[src/frontend_consts.svh]
`ifndef FRONTEND_CONSTS_SVH
`define FRONTEND_CONSTS_SVH

// ======================================================================
// front end sizing
// ======================================================================

// instruction slots per fetched bundle
`define QSLOTS 3

// width of one instruction word
`define INSN_W 16

// issue queue entries
`define QDEPTH 8

// micro-ops produced by one load/store-multiple
`define LSM_UOPS 2

`endif

[src/fetch_pkg.sv]
package fetch_pkg;

`include "frontend_consts.svh"

	// ======================================================================
	// handshake and micro-op types
	// ======================================================================

	// four-phase handshake phases
	// idle: waiting for the request (or for something to send)
	// wait_drop: ack/req is up, waiting for the other side to drop
	typedef enum logic {
		hs_idle,
		hs_wait_drop
	} hs_state_e;

	// which micro-op of an lsm an issue queue entry holds
	// plain instructions always travel as the first half
	typedef enum logic [$clog2(`LSM_UOPS)-1:0] {
		half_first,
		half_second
	} uop_half_e;

endpackage

[src/isa_pkg.sv]
package isa_pkg;

	// ======================================================================
	// instruction format
	// ======================================================================

	// opcode sits in the top nibble of each 16-bit instruction
	localparam int OPC_LSB = 12;
	localparam int OPC_W = 4;

	// static prediction hint of a conditional branch
	localparam int BR_PRED_BIT = 11;

	typedef enum logic [OPC_W-1:0] {
		op_alu   = 4'h0,
		op_load  = 4'h1,
		op_store = 4'h2,
		// load/store-multiple, issued as two micro-ops
		op_lsm   = 4'h3,
		op_jmp   = 4'h4,
		op_call  = 4'h5,
		op_ret   = 4'h6,
		// conditional branch, taken when bit 11 set
		op_br    = 4'h7
	} opcode_e;

	// predecode result for one slot
	typedef struct packed {
		logic lsm;
		// jump or call
		logic jc;
		logic ret;
		// branch predicted taken, already qualified by predict enable
		logic taken;
	} slot_kind_t;

endpackage

[src/bundle_fetch.sv]
`timescale 1ns/1ps
`include "frontend_consts.svh"

module bundle_fetch (
	input  logic                         clk,
	input  logic                         rst,
	input  logic                         bundle_req,
	input  logic [`QSLOTS*`INSN_W-1:0]   bundle_data,
	input  logic [`QSLOTS-1:0]           bundle_mask,
	input  logic [`QSLOTS-1:0]           slotv,
	output logic                         bundle_ack,
	output logic                         nextb,
	output logic [`QSLOTS*`INSN_W-1:0]   bundle_insn,
	output logic [`QSLOTS-1:0]           ip_mask
);

	fetch_pkg::hs_state_e state;

	// take a new bundle only once every slot of the old one has drained
	// a pending request simply waits here, which is the back-pressure
	assign nextb = (state == fetch_pkg::hs_idle) && bundle_req && (slotv == '0);

	// producer side handshake
	always_ff @(posedge clk) begin
		if (rst) begin
			state <= fetch_pkg::hs_idle;
			bundle_ack <= 1'b0;
		end else begin
			case (state)
				fetch_pkg::hs_idle: begin
					if (nextb) begin
						bundle_ack <= 1'b1;
						state <= fetch_pkg::hs_wait_drop;
					end
				end
				fetch_pkg::hs_wait_drop: begin
					// hold ack until producer lets go of req
					if (!bundle_req) begin
						bundle_ack <= 1'b0;
						state <= fetch_pkg::hs_idle;
					end
				end
				default: state <= fetch_pkg::hs_idle;
			endcase
		end
	end

	// bundle register, loaded in the accept cycle
	always_ff @(posedge clk) begin
		if (nextb) begin
			bundle_insn <= bundle_data;
			ip_mask <= bundle_mask;
		end
	end

endmodule

[src/frontend_top.sv]
`timescale 1ns/1ps
`include "frontend_consts.svh"

module frontend_top (
	input  logic                       clk,
	input  logic                       rst,
	input  logic                       flush,
	input  logic                       predict_en,
	// bundle producer
	input  logic                       bundle_req,
	input  logic [`QSLOTS*`INSN_W-1:0] bundle_data,
	input  logic [`QSLOTS-1:0]         bundle_mask,
	output logic                       bundle_ack,
	// instruction consumer
	output logic                       out_req,
	output logic [`INSN_W-1:0]         out_insn,
	output logic                       out_half,
	input  logic                       out_ack
);

	// bundle register and its slot mask
	logic [`QSLOTS*`INSN_W-1:0] bundle_insn;
	logic [`QSLOTS-1:0]         ip_mask;
	logic                       nextb;
	// predecode flags per slot
	logic [`QSLOTS-1:0]         slot_lsm;
	logic [`QSLOTS-1:0]         slot_jc;
	logic [`QSLOTS-1:0]         slot_ret;
	logic [`QSLOTS-1:0]         take_branch;
	// queuing feedback
	logic [`QSLOTS-1:0]         slotv;
	logic [1:0]                 queued_cnt;
	logic [`QSLOTS-1:0]         lsm_pending;

	bundle_fetch u_fetch (
		.clk         (clk),
		.rst         (rst),
		.bundle_req  (bundle_req),
		.bundle_data (bundle_data),
		.bundle_mask (bundle_mask),
		.slotv       (slotv),
		.bundle_ack  (bundle_ack),
		.nextb       (nextb),
		.bundle_insn (bundle_insn),
		.ip_mask     (ip_mask)
	);

	slot_predecode u_predecode (
		.bundle_insn (bundle_insn),
		.predict_en  (predict_en),
		.slot_lsm    (slot_lsm),
		.slot_jc     (slot_jc),
		.slot_ret    (slot_ret),
		.take_branch (take_branch)
	);

	slot_valid u_valid (
		.clk         (clk),
		.rst         (rst),
		.flush       (flush),
		.nextb       (nextb),
		.ip_mask     (ip_mask),
		.queued_cnt  (queued_cnt),
		.lsm_pending (lsm_pending),
		.slot_jc     (slot_jc),
		.slot_ret    (slot_ret),
		.take_branch (take_branch),
		.predict_en  (predict_en),
		.slotv       (slotv)
	);

	issue_queue u_queue (
		.clk         (clk),
		.rst         (rst),
		.flush       (flush),
		.slotv       (slotv),
		.bundle_insn (bundle_insn),
		.slot_lsm    (slot_lsm),
		.slot_jc     (slot_jc),
		.slot_ret    (slot_ret),
		.take_branch (take_branch),
		.queued_cnt  (queued_cnt),
		.lsm_pending (lsm_pending),
		.out_req     (out_req),
		.out_insn    (out_insn),
		.out_half    (out_half),
		.out_ack     (out_ack)
	);

endmodule

[src/issue_queue.sv]
`timescale 1ns/1ps
`include "frontend_consts.svh"

module issue_queue (
	input  logic                       clk,
	input  logic                       rst,
	input  logic                       flush,
	input  logic [`QSLOTS-1:0]         slotv,
	input  logic [`QSLOTS*`INSN_W-1:0] bundle_insn,
	input  logic [`QSLOTS-1:0]         slot_lsm,
	input  logic [`QSLOTS-1:0]         slot_jc,
	input  logic [`QSLOTS-1:0]         slot_ret,
	input  logic [`QSLOTS-1:0]         take_branch,
	output logic [1:0]                 queued_cnt,
	output logic [`QSLOTS-1:0]         lsm_pending,
	output logic                       out_req,
	output logic [`INSN_W-1:0]         out_insn,
	output logic                       out_half,
	input  logic                       out_ack
);

	localparam int PTR_W = $clog2(`QDEPTH);

	// circular FIFO storage
	logic [`INSN_W-1:0]   insn_mem [`QDEPTH];
	fetch_pkg::uop_half_e half_mem [`QDEPTH];
	logic [PTR_W-1:0]     wr_ptr;
	logic [PTR_W-1:0]     rd_ptr;
	// occupancy, one bit wider than the pointers
	logic [PTR_W:0]       count;
	logic [PTR_W:0]       free_cnt;
	// first half of this slot's lsm already queued
	logic [`QSLOTS-1:0]   half_q;
	// slots queued this cycle
	logic [`QSLOTS-1:0]   take;
	// micro-ops packed in write order
	logic [`INSN_W-1:0]   wr_insn [`QSLOTS];
	fetch_pkg::uop_half_e wr_half [`QSLOTS];
	fetch_pkg::hs_state_e out_state;
	logic                 deq;

	assign free_cnt = (PTR_W+1)'(`QDEPTH) - count;
	assign lsm_pending = slot_lsm & ~half_q & slotv;

	// ======================================================================
	// select slots to queue
	// ======================================================================
	always_comb begin
		logic [PTR_W:0] n;
		logic stop;
		n = '0;
		stop = 1'b0;
		take = '0;
		for (int j = 0; j < `QSLOTS; j++) begin
			wr_insn[j] = '0;
			wr_half[j] = fetch_pkg::half_first;
		end
		for (int i = 0; i < `QSLOTS; i++) begin
			if (slotv[i] && !stop) begin
				if (n < free_cnt) begin
					take[i] = 1'b1;
					wr_insn[n[1:0]] = bundle_insn[i*`INSN_W +: `INSN_W];
					wr_half[n[1:0]] = half_q[i] ? fetch_pkg::half_second
						: fetch_pkg::half_first;
					n = n + 1'b1;
					// control transfer ends the group, slot_valid decides on a stomp
					if (slot_jc[i] || slot_ret[i] || take_branch[i])
						stop = 1'b1;
					// second half of an lsm waits for next cycle
					if (lsm_pending[i])
						stop = 1'b1;
				end else begin
					// queue full, keep slot order
					stop = 1'b1;
				end
			end
		end
		queued_cnt = n[1:0];
	end

	// one entry leaves per completed output handshake
	assign deq = (out_state == fetch_pkg::hs_wait_drop) && out_req && out_ack
		&& (count != '0);

	// pointers, occupancy and lsm half tracking
	always_ff @(posedge clk) begin
		if (rst || flush) begin
			wr_ptr <= '0;
			rd_ptr <= '0;
			count <= '0;
			half_q <= '0;
		end else begin
			wr_ptr <= wr_ptr + PTR_W'(queued_cnt);
			rd_ptr <= rd_ptr + PTR_W'(deq);
			count <= count + (PTR_W+1)'(queued_cnt) - (PTR_W+1)'(deq);
			// lsm toggles first -> second -> done
			for (int i = 0; i < `QSLOTS; i++) begin
				if (take[i] && slot_lsm[i])
					half_q[i] <= ~half_q[i];
			end
		end
	end

	// FIFO writes, up to three per cycle
	always_ff @(posedge clk) begin
		for (int j = 0; j < `QSLOTS; j++) begin
			if (j < int'(queued_cnt)) begin
				insn_mem[wr_ptr + PTR_W'(j)] <= wr_insn[j];
				half_mem[wr_ptr + PTR_W'(j)] <= wr_half[j];
			end
		end
	end

	// ======================================================================
	// output four-phase handshake
	// ======================================================================
	always_ff @(posedge clk) begin
		if (rst) begin
			out_state <= fetch_pkg::hs_idle;
			out_req <= 1'b0;
		end else begin
			case (out_state)
				fetch_pkg::hs_idle: begin
					// consumer must have dropped ack from the last word
					if ((count != '0) && !out_ack && !flush) begin
						out_req <= 1'b1;
						out_state <= fetch_pkg::hs_wait_drop;
					end
				end
				fetch_pkg::hs_wait_drop: begin
					if (out_req && out_ack)
						out_req <= 1'b0;
					else if (!out_req && !out_ack)
						out_state <= fetch_pkg::hs_idle;
				end
				default: out_state <= fetch_pkg::hs_idle;
			endcase
		end
	end

	// head entry is latched while idle and held through the handshake
	always_ff @(posedge clk) begin
		if (out_state == fetch_pkg::hs_idle) begin
			out_insn <= insn_mem[rd_ptr];
			out_half <= half_mem[rd_ptr];
		end
	end

endmodule

[src/slot_predecode.sv]
`timescale 1ns/1ps
`include "frontend_consts.svh"

module slot_predecode (
	input  logic [`QSLOTS*`INSN_W-1:0] bundle_insn,
	input  logic                       predict_en,
	output logic [`QSLOTS-1:0]         slot_lsm,
	output logic [`QSLOTS-1:0]         slot_jc,
	output logic [`QSLOTS-1:0]         slot_ret,
	output logic [`QSLOTS-1:0]         take_branch
);

	// classify one instruction word
	function automatic isa_pkg::slot_kind_t decode_slot(
		input logic [`INSN_W-1:0] insn,
		input logic               pen
	);
		isa_pkg::opcode_e op;
		isa_pkg::slot_kind_t k;
		op = isa_pkg::opcode_e'(insn[isa_pkg::OPC_LSB +: isa_pkg::OPC_W]);
		k = '0;
		case (op)
			isa_pkg::op_lsm: k.lsm = 1'b1;
			// call and jmp share one flag, both end the group
			isa_pkg::op_jmp,
			isa_pkg::op_call: k.jc = 1'b1;
			isa_pkg::op_ret: k.ret = 1'b1;
			// hint bit counts only with prediction on
			isa_pkg::op_br: k.taken = insn[isa_pkg::BR_PRED_BIT] & pen;
			default: k = '0;
		endcase
		return k;
	endfunction

	always_comb begin
		isa_pkg::slot_kind_t kind;
		// slot i lives in bits [16*i +: 16]
		for (int i = 0; i < `QSLOTS; i++) begin
			kind = decode_slot(bundle_insn[i*`INSN_W +: `INSN_W], predict_en);
			slot_lsm[i] = kind.lsm;
			slot_jc[i] = kind.jc;
			slot_ret[i] = kind.ret;
			take_branch[i] = kind.taken;
		end
	end

endmodule

[src/slot_valid.sv]
`timescale 1ns/1ps
`include "frontend_consts.svh"

module slot_valid (
	input  logic               clk,
	input  logic               rst,
	input  logic               flush,
	input  logic               nextb,
	input  logic [`QSLOTS-1:0] ip_mask,
	input  logic [1:0]         queued_cnt,
	input  logic [`QSLOTS-1:0] lsm_pending,
	input  logic [`QSLOTS-1:0] slot_jc,
	input  logic [`QSLOTS-1:0] slot_ret,
	input  logic [`QSLOTS-1:0] take_branch,
	input  logic               predict_en,
	output logic [`QSLOTS-1:0] slotv
);

	// delayed valid register, the slots still to be queued
	logic [`QSLOTS-1:0] slotvd;
	// valids left after this cycle's queuing
	logic [`QSLOTS-1:0] slotv_nxt;
	// a control transfer was queued this cycle
	logic stomp_set;
	// stomp on next bundle
	logic stomp_next;
	// bundle register and ip_mask hold the new bundle, one edge after nextb
	logic load_d;
	// slots that redirect fetch when queued
	logic [`QSLOTS-1:0] ctl;

	assign ctl = (slot_jc | slot_ret | take_branch) & {`QSLOTS{predict_en}};

	// slots offered to the issue queue this cycle
	assign slotv = slotvd;

	// ======================================================================
	// retire queued slots in order
	// ======================================================================
	always_comb begin
		logic [1:0] seen;
		seen = 2'd0;
		slotv_nxt = slotvd;
		stomp_set = 1'b0;
		// lowest valid slots go first, queued_cnt of them
		for (int i = 0; i < `QSLOTS; i++) begin
			if (slotvd[i] && (seen < queued_cnt)) begin
				seen = seen + 2'd1;
				// lsm with only its first half out stays valid
				if (!lsm_pending[i])
					slotv_nxt[i] = 1'b0;
				if (ctl[i])
					stomp_set = 1'b1;
			end
		end
		// fetch is redirected, rest of the bundle is dead
		if (stomp_set)
			slotv_nxt = '0;
	end

	// ======================================================================
	// valid register and stomp flag
	// ======================================================================
	always_ff @(posedge clk) begin
		if (rst || flush)
			load_d <= 1'b0;
		else
			load_d <= nextb;
	end

	always_ff @(posedge clk) begin
		if (rst) begin
			slotvd <= '0;
			stomp_next <= 1'b0;
		end else if (flush) begin
			// flush wins over a bundle arriving the same cycle
			slotvd <= '0;
			stomp_next <= 1'b0;
		end else if (load_d) begin
			// the bundle right after a redirect never becomes valid
			slotvd <= stomp_next ? '0 : ip_mask;
			stomp_next <= 1'b0;
		end else begin
			slotvd <= slotv_nxt;
			if (stomp_set)
				stomp_next <= 1'b1;
		end
	end

endmodule

[config.mk]
export PLATFORM = sky130hd
export DESIGN_NAME = frontend_top
export DESIGN_NICKNAME = d
export VERILOG_FILES = /design/src/fetch_pkg.sv /design/src/isa_pkg.sv /design/src/bundle_fetch.sv /design/src/frontend_top.sv /design/src/issue_queue.sv /design/src/slot_predecode.sv /design/src/slot_valid.sv
export VERILOG_INCLUDE_DIRS = /design/src
export SDC_FILE = /design/constraint.sdc
export NUM_CORES = 1
export LEC_CHECK = 0
export ABC_AREA = 1
export BUFFER_PORTS_ARGS = -buffer_cell sky130_fd_sc_hd__buf_2
export CAP_MARGIN = 30
export CORE_ASPECT_RATIO = 2
export CORE_UTILIZATION = 45
export DETAILED_ROUTE_END_ITERATION = 7
export GPL_TIMING_DRIVEN = 0
export MAX_ROUTING_LAYER = met4
export SLEW_MARGIN = 20
export SYNTH_ARGS = -nofsm -noshare
export SYNTH_HDL_FRONTEND = slang
export SYNTH_SLANG_ARGS = --single-unit
[constraint.sdc]
create_clock -name clk -period 6.6 [get_ports clk]
set_clock_uncertainty 0.2 [all_clocks]
set_input_delay 0.66 -clock clk [delete_from_list [all_inputs] [get_ports clk]]
set_output_delay 0.66 -clock clk [all_outputs]
set_load 0.02 [all_outputs]
==> parameters.txt <==
Parameter                              Value

Clock network
  Cts repair resizes    0
  CTS root buf    sky130_fd_sc_hd__clkbuf_16
  Number of clock sinks seen by CTS    226
  Reg clk slew, reported paths    0.06 ns
  Insertion delay to the later sink of the worst-skew pair    0.53 ns
  H-Tree Depth    1
  Clock Path Buffers    3
  Hold-fix buffers, CTS    0
  Number of buffers added by the clock tree synthesis step    20
  Post-CTS Setup Inserts    0
  Clock tree from TritonCTS    done

Logic synthesis
  Cell with the most instances after synthesis    sky130_fd_sc_hd__edfxtp_1
  Synth cell count leaders    204 x sky130_fd_sc_hd__edfxtp_1, 200 x sky130_fd_sc_hd__o21ai_0, 153 x sky130_fd_sc_hd__nor2_1, 145 x sky130_fd_sc_hd__o21ai_1, 128 x sky130_fd_sc_hd__a21oi_1
  Yosys warns    0
  Synthesized area per cell    9.10 µm²
  Biggest area contributors in the synthesized netlist    sky130_fd_sc_hd__edfxtp_1 48%, sky130_fd_sc_hd__o21ai_0 7.9%, sky130_fd_sc_hd__o21ai_1 5.7%
  Post-synth top area share    48.3%
  Post-Synthesis Cell Area    12700 µm²
  Post-synth top flop    sky130_fd_sc_hd__edfxtp_1
  Cell taking the most area after synthesis    sky130_fd_sc_hd__edfxtp_1
  Total nets after synthesis    1472
  Flop and latch count out of synthesis    226
  Post-synthesis cell count    1394
  Fraction of registers with async set or reset after synthesis    0%
  Number of enable-type register cells in the synthesized netlist    204
  Proportion of synthesized chip area in sequential cells    51.8%
  Count of cell types in the netlist    47

Route
  Final Routed Wirelength    49.7 mm
  Detailed-route wire length on metal 1    16.8 mm
  Met2 wirelength from detailed routing    25.0 mm
  Ratio of routed vias to standard cells    6.07
  DRT Pass-1 Iters    6
  Residual antenna-violating net count after detailed routing    0
  Highest metal used    met4
  Routed length on met3    2.98 mm
  Routed vias    11300
  DRC violation total after the first TritonRoute iteration    1157
  Post-route DRC violation count    0
  Routed length per placed instance    26.7 µm

Global routing
  Combined global-route utilization of all metal layers    36.0%
  Wire length of the first global-routing pass    71.3 mm
  Number of antenna violations at the first check in global routing    0
  Largest net degree at the start of global routing    19
  Grt total ovfl    0
  Via count of the first global-routing pass    10700

Power and ir drop
  Power spent charging and discharging nets    0.000642 W
  Fraction of power consumed by the clock network    39.7%
  Combinational share of power    4.9%
  Pleak    5.20 nW
  Power share of the sequential group    55.3%
  Total internal power    0.00225 W
  Maximum vdd drop    0.264 mV
  Switching part of the total    22.2%
  Ratio of total power to cell area    204 nW/µm²

Finish
  Final Core Density    51.4%
  Total of fill cells in the finished design    2628
  Count of placed standard cells in the final layout, fillers left out    1866
  Area of all sequential standard cells    6570 µm²
  Diode insertion count for antenna repair    0
  Multi-input gate area in the final layout    5180 µm²
  Layout cell share with drive strength beyond 1    15.3%
  Layout-stage area growth over the synthesis result    12.1%
  Post-route cell area    14200 µm²
  Number of nets at the end of the flow    1578

Critical path
  Critical path data required time    6.38 ns
  Worst Setup Path Type    reg2reg
  Maximum fanout count along the critical path    17
  Critical R2R Launch    u_queue.count[0]$_SDFF_PP0_
  Data arrival time of the critical path    5.40 ns
  Worst Setup Start Kind    register
  Largest incremental delay on the critical path    0.74 ns
  Sort of element at the end of the critical path    register
  Critical Path Start    u_queue.count[0]$_SDFF_PP0_
  Sequence of cells on the critical path    inv_1, ha_1, inv_1, nand2_1, nand2_1, nand4_2, nand2_2, clkinv_1, clkbuf_1, ha_1, nand3_2, nand2_1, inv_1, ha_1, nand3b_1, nand2_4, inv_12, nand2_8, inv_12, nand2_8, clkbuf_2, nand3_1
  Slowest stage cell, crit path    sky130_fd_sc_hd__nand3_1

Floorplanning
  Width of the die    121 µm
  Die Ht    239 µm
  Num ports    76
  DIE AREA    28900 µm²
  Effective utilization at floorplan    45.9%
  Number of rows in the core area    86
  Core footprint    27700 µm²

STA
  Max-Slew Margin vs Limit    34.1%
  Final critical-path required period    5.62 ns
  Max Fclk    178 MHz
  Post-Route Setup TNS    0 ns
  Final Max Slew Viols    0
  Period utilization    85.1%
  Setup repair after global routing missed its margin    false
  Number of hold-slack violations in the final timing report    0
  Tightest Pin Transition    0.986 ns
  Endpoints failing setup    0
  Crit path setup slack, layout    0.981 ns

Placement
  Placed wire-length estimate    38.5 mm
  DP Cell Count    1828
  Cell Area, Placed    13600 µm²
  Count of buffers from port buffering    75
  Global placement routability congestion    0.984
  Placement Setup Slack    0.997 ns

Run
  Max_cap viols    0

Min path
  Min-Delay Path Class    in2reg
  Beginning of the worst hold path    bundle_data[43]

Status
  Run status    complete, no violations
## registers in the layout, indices dropped and copies added (netlist names), 4 cells and up
| register | cells |
|---|---|
| u_fetch.bundle_insn | 48 |
| u_queue.count | 4 |
| u_queue.half_mem | 8 |
| u_queue.insn_mem | 128 |
| u_queue.out_insn | 16 |
## per-layer routing
metal,track usage (%),vias to the layer above
li1,-,5235
met1,36.5,5312
met2,61.8,583
met3,4.26,199
met4,29.0,0
met5,-,-
## per-stage QoR
stage               hold slack (ns)  power (W)
finish                        0.112    0.00290
global route                  0.103    0.00296
CTS                          0.0973    0.00290
detailed placement            0.289    0.00178
global placement              0.280    0.00177
floorplan                     0.239    0.00171
## worst max-delay path: cells and delay by family (launching register included)
family / cells / cell delay (ns)
fa+ha+maj: 3 / 0.94
buf+inv: 8 / 1.32
flops: 1 / 0.38
simple gates: 11 / 2.20
## placed cells by master (no fill, tap or decap), drive strengths merged
| cell | synthesis | routed |
|---|---|---|
| o41ai | 10 | 10 |
| fa | 2 | 2 |
| and3 | 1 | 1 |
| xnor2 | 2 | 2 |
| nor2 | 154 | 154 |
| o22ai | 20 | 20 |
| clkinv | 3 | 10 |
| a31oi | 18 | 18 |
| and2 | 1 | 1 |
| ha | 19 | 19 |
| dfxtp | 22 | 22 |
| inv | 109 | 109 |
| nand4 | 4 | 4 |
| clkinvlp | 0 | 2 |
| nand3 | 49 | 49 |
| bufinv | 0 | 1 |
| o21ai | 358 | 358 |
| nor3b | 1 | 1 |
| or2 | 1 | 1 |
| nand2 | 140 | 140 |
| nor4 | 16 | 16 |
| buf | 48 | 132 |
| nand3b | 1 | 1 |
| edfxtp | 204 | 204 |
| clkbuf | 38 | 64 |
| nor3 | 18 | 18 |
| a21oi | 129 | 129 |
| o211ai | 22 | 22 |
| a211oi | 3 | 3 |
| xor2 | 1 | 1 |
## kinds of logic after synthesis
group | after synthesis | synth area share, %
DFF | 226 | 51.8
buffers and inverters | 198 | 7.41
and+or+nand+nor | 386 | 14.6
AOI/OAI and AO/OA | 560 | 23.8
xor gates and xnor gates | 3 | 0.207
adders and majority gates | 21 | 2.19
## power groups by stage
| stage | combinational [W] | sequential [W] | clock, W |
|---|---|---|---|
| final | 0.000143 | 0.00160 | 0.00115 |
| after global routing | 0.000156 | 0.00160 | 0.00120 |
| after CTS | 0.000142 | 0.00160 | 0.00116 |
| after detailed placement | 0.000141 | 0.00163 | 0 |
| after global placement | 0.000136 | 0.00164 | 0 |
| after floorplan | 0.0000760 | 0.00163 | 0 |
## worst paths after layout
kind                                             to  cells after the start  slack, ns
setup / recovery   u_queue.insn_mem[7][7]$_DFFE_PP_                     22       0.98
hold / removal    u_fetch.bundle_insn[43]$_DFFE_PP_                      1       0.11
setup reg to reg   u_queue.insn_mem[7][7]$_DFFE_PP_                     22       0.98
hold reg to reg     u_valid.stomp_next$_SDFFE_PP0N_                      2       0.30
## layout make-up
class                   count  area share (%)
plain buffers              86            3.30
well taps                 352            3.10
inverters                 112            3.31
repair buffers             84            3.25
clock inverters            10           0.537
multi-input cells         970            36.5
flip-flops and latches    226            46.2
clock buffers              26            3.83
Note: power is estimated with default switching activity, not from simulation.
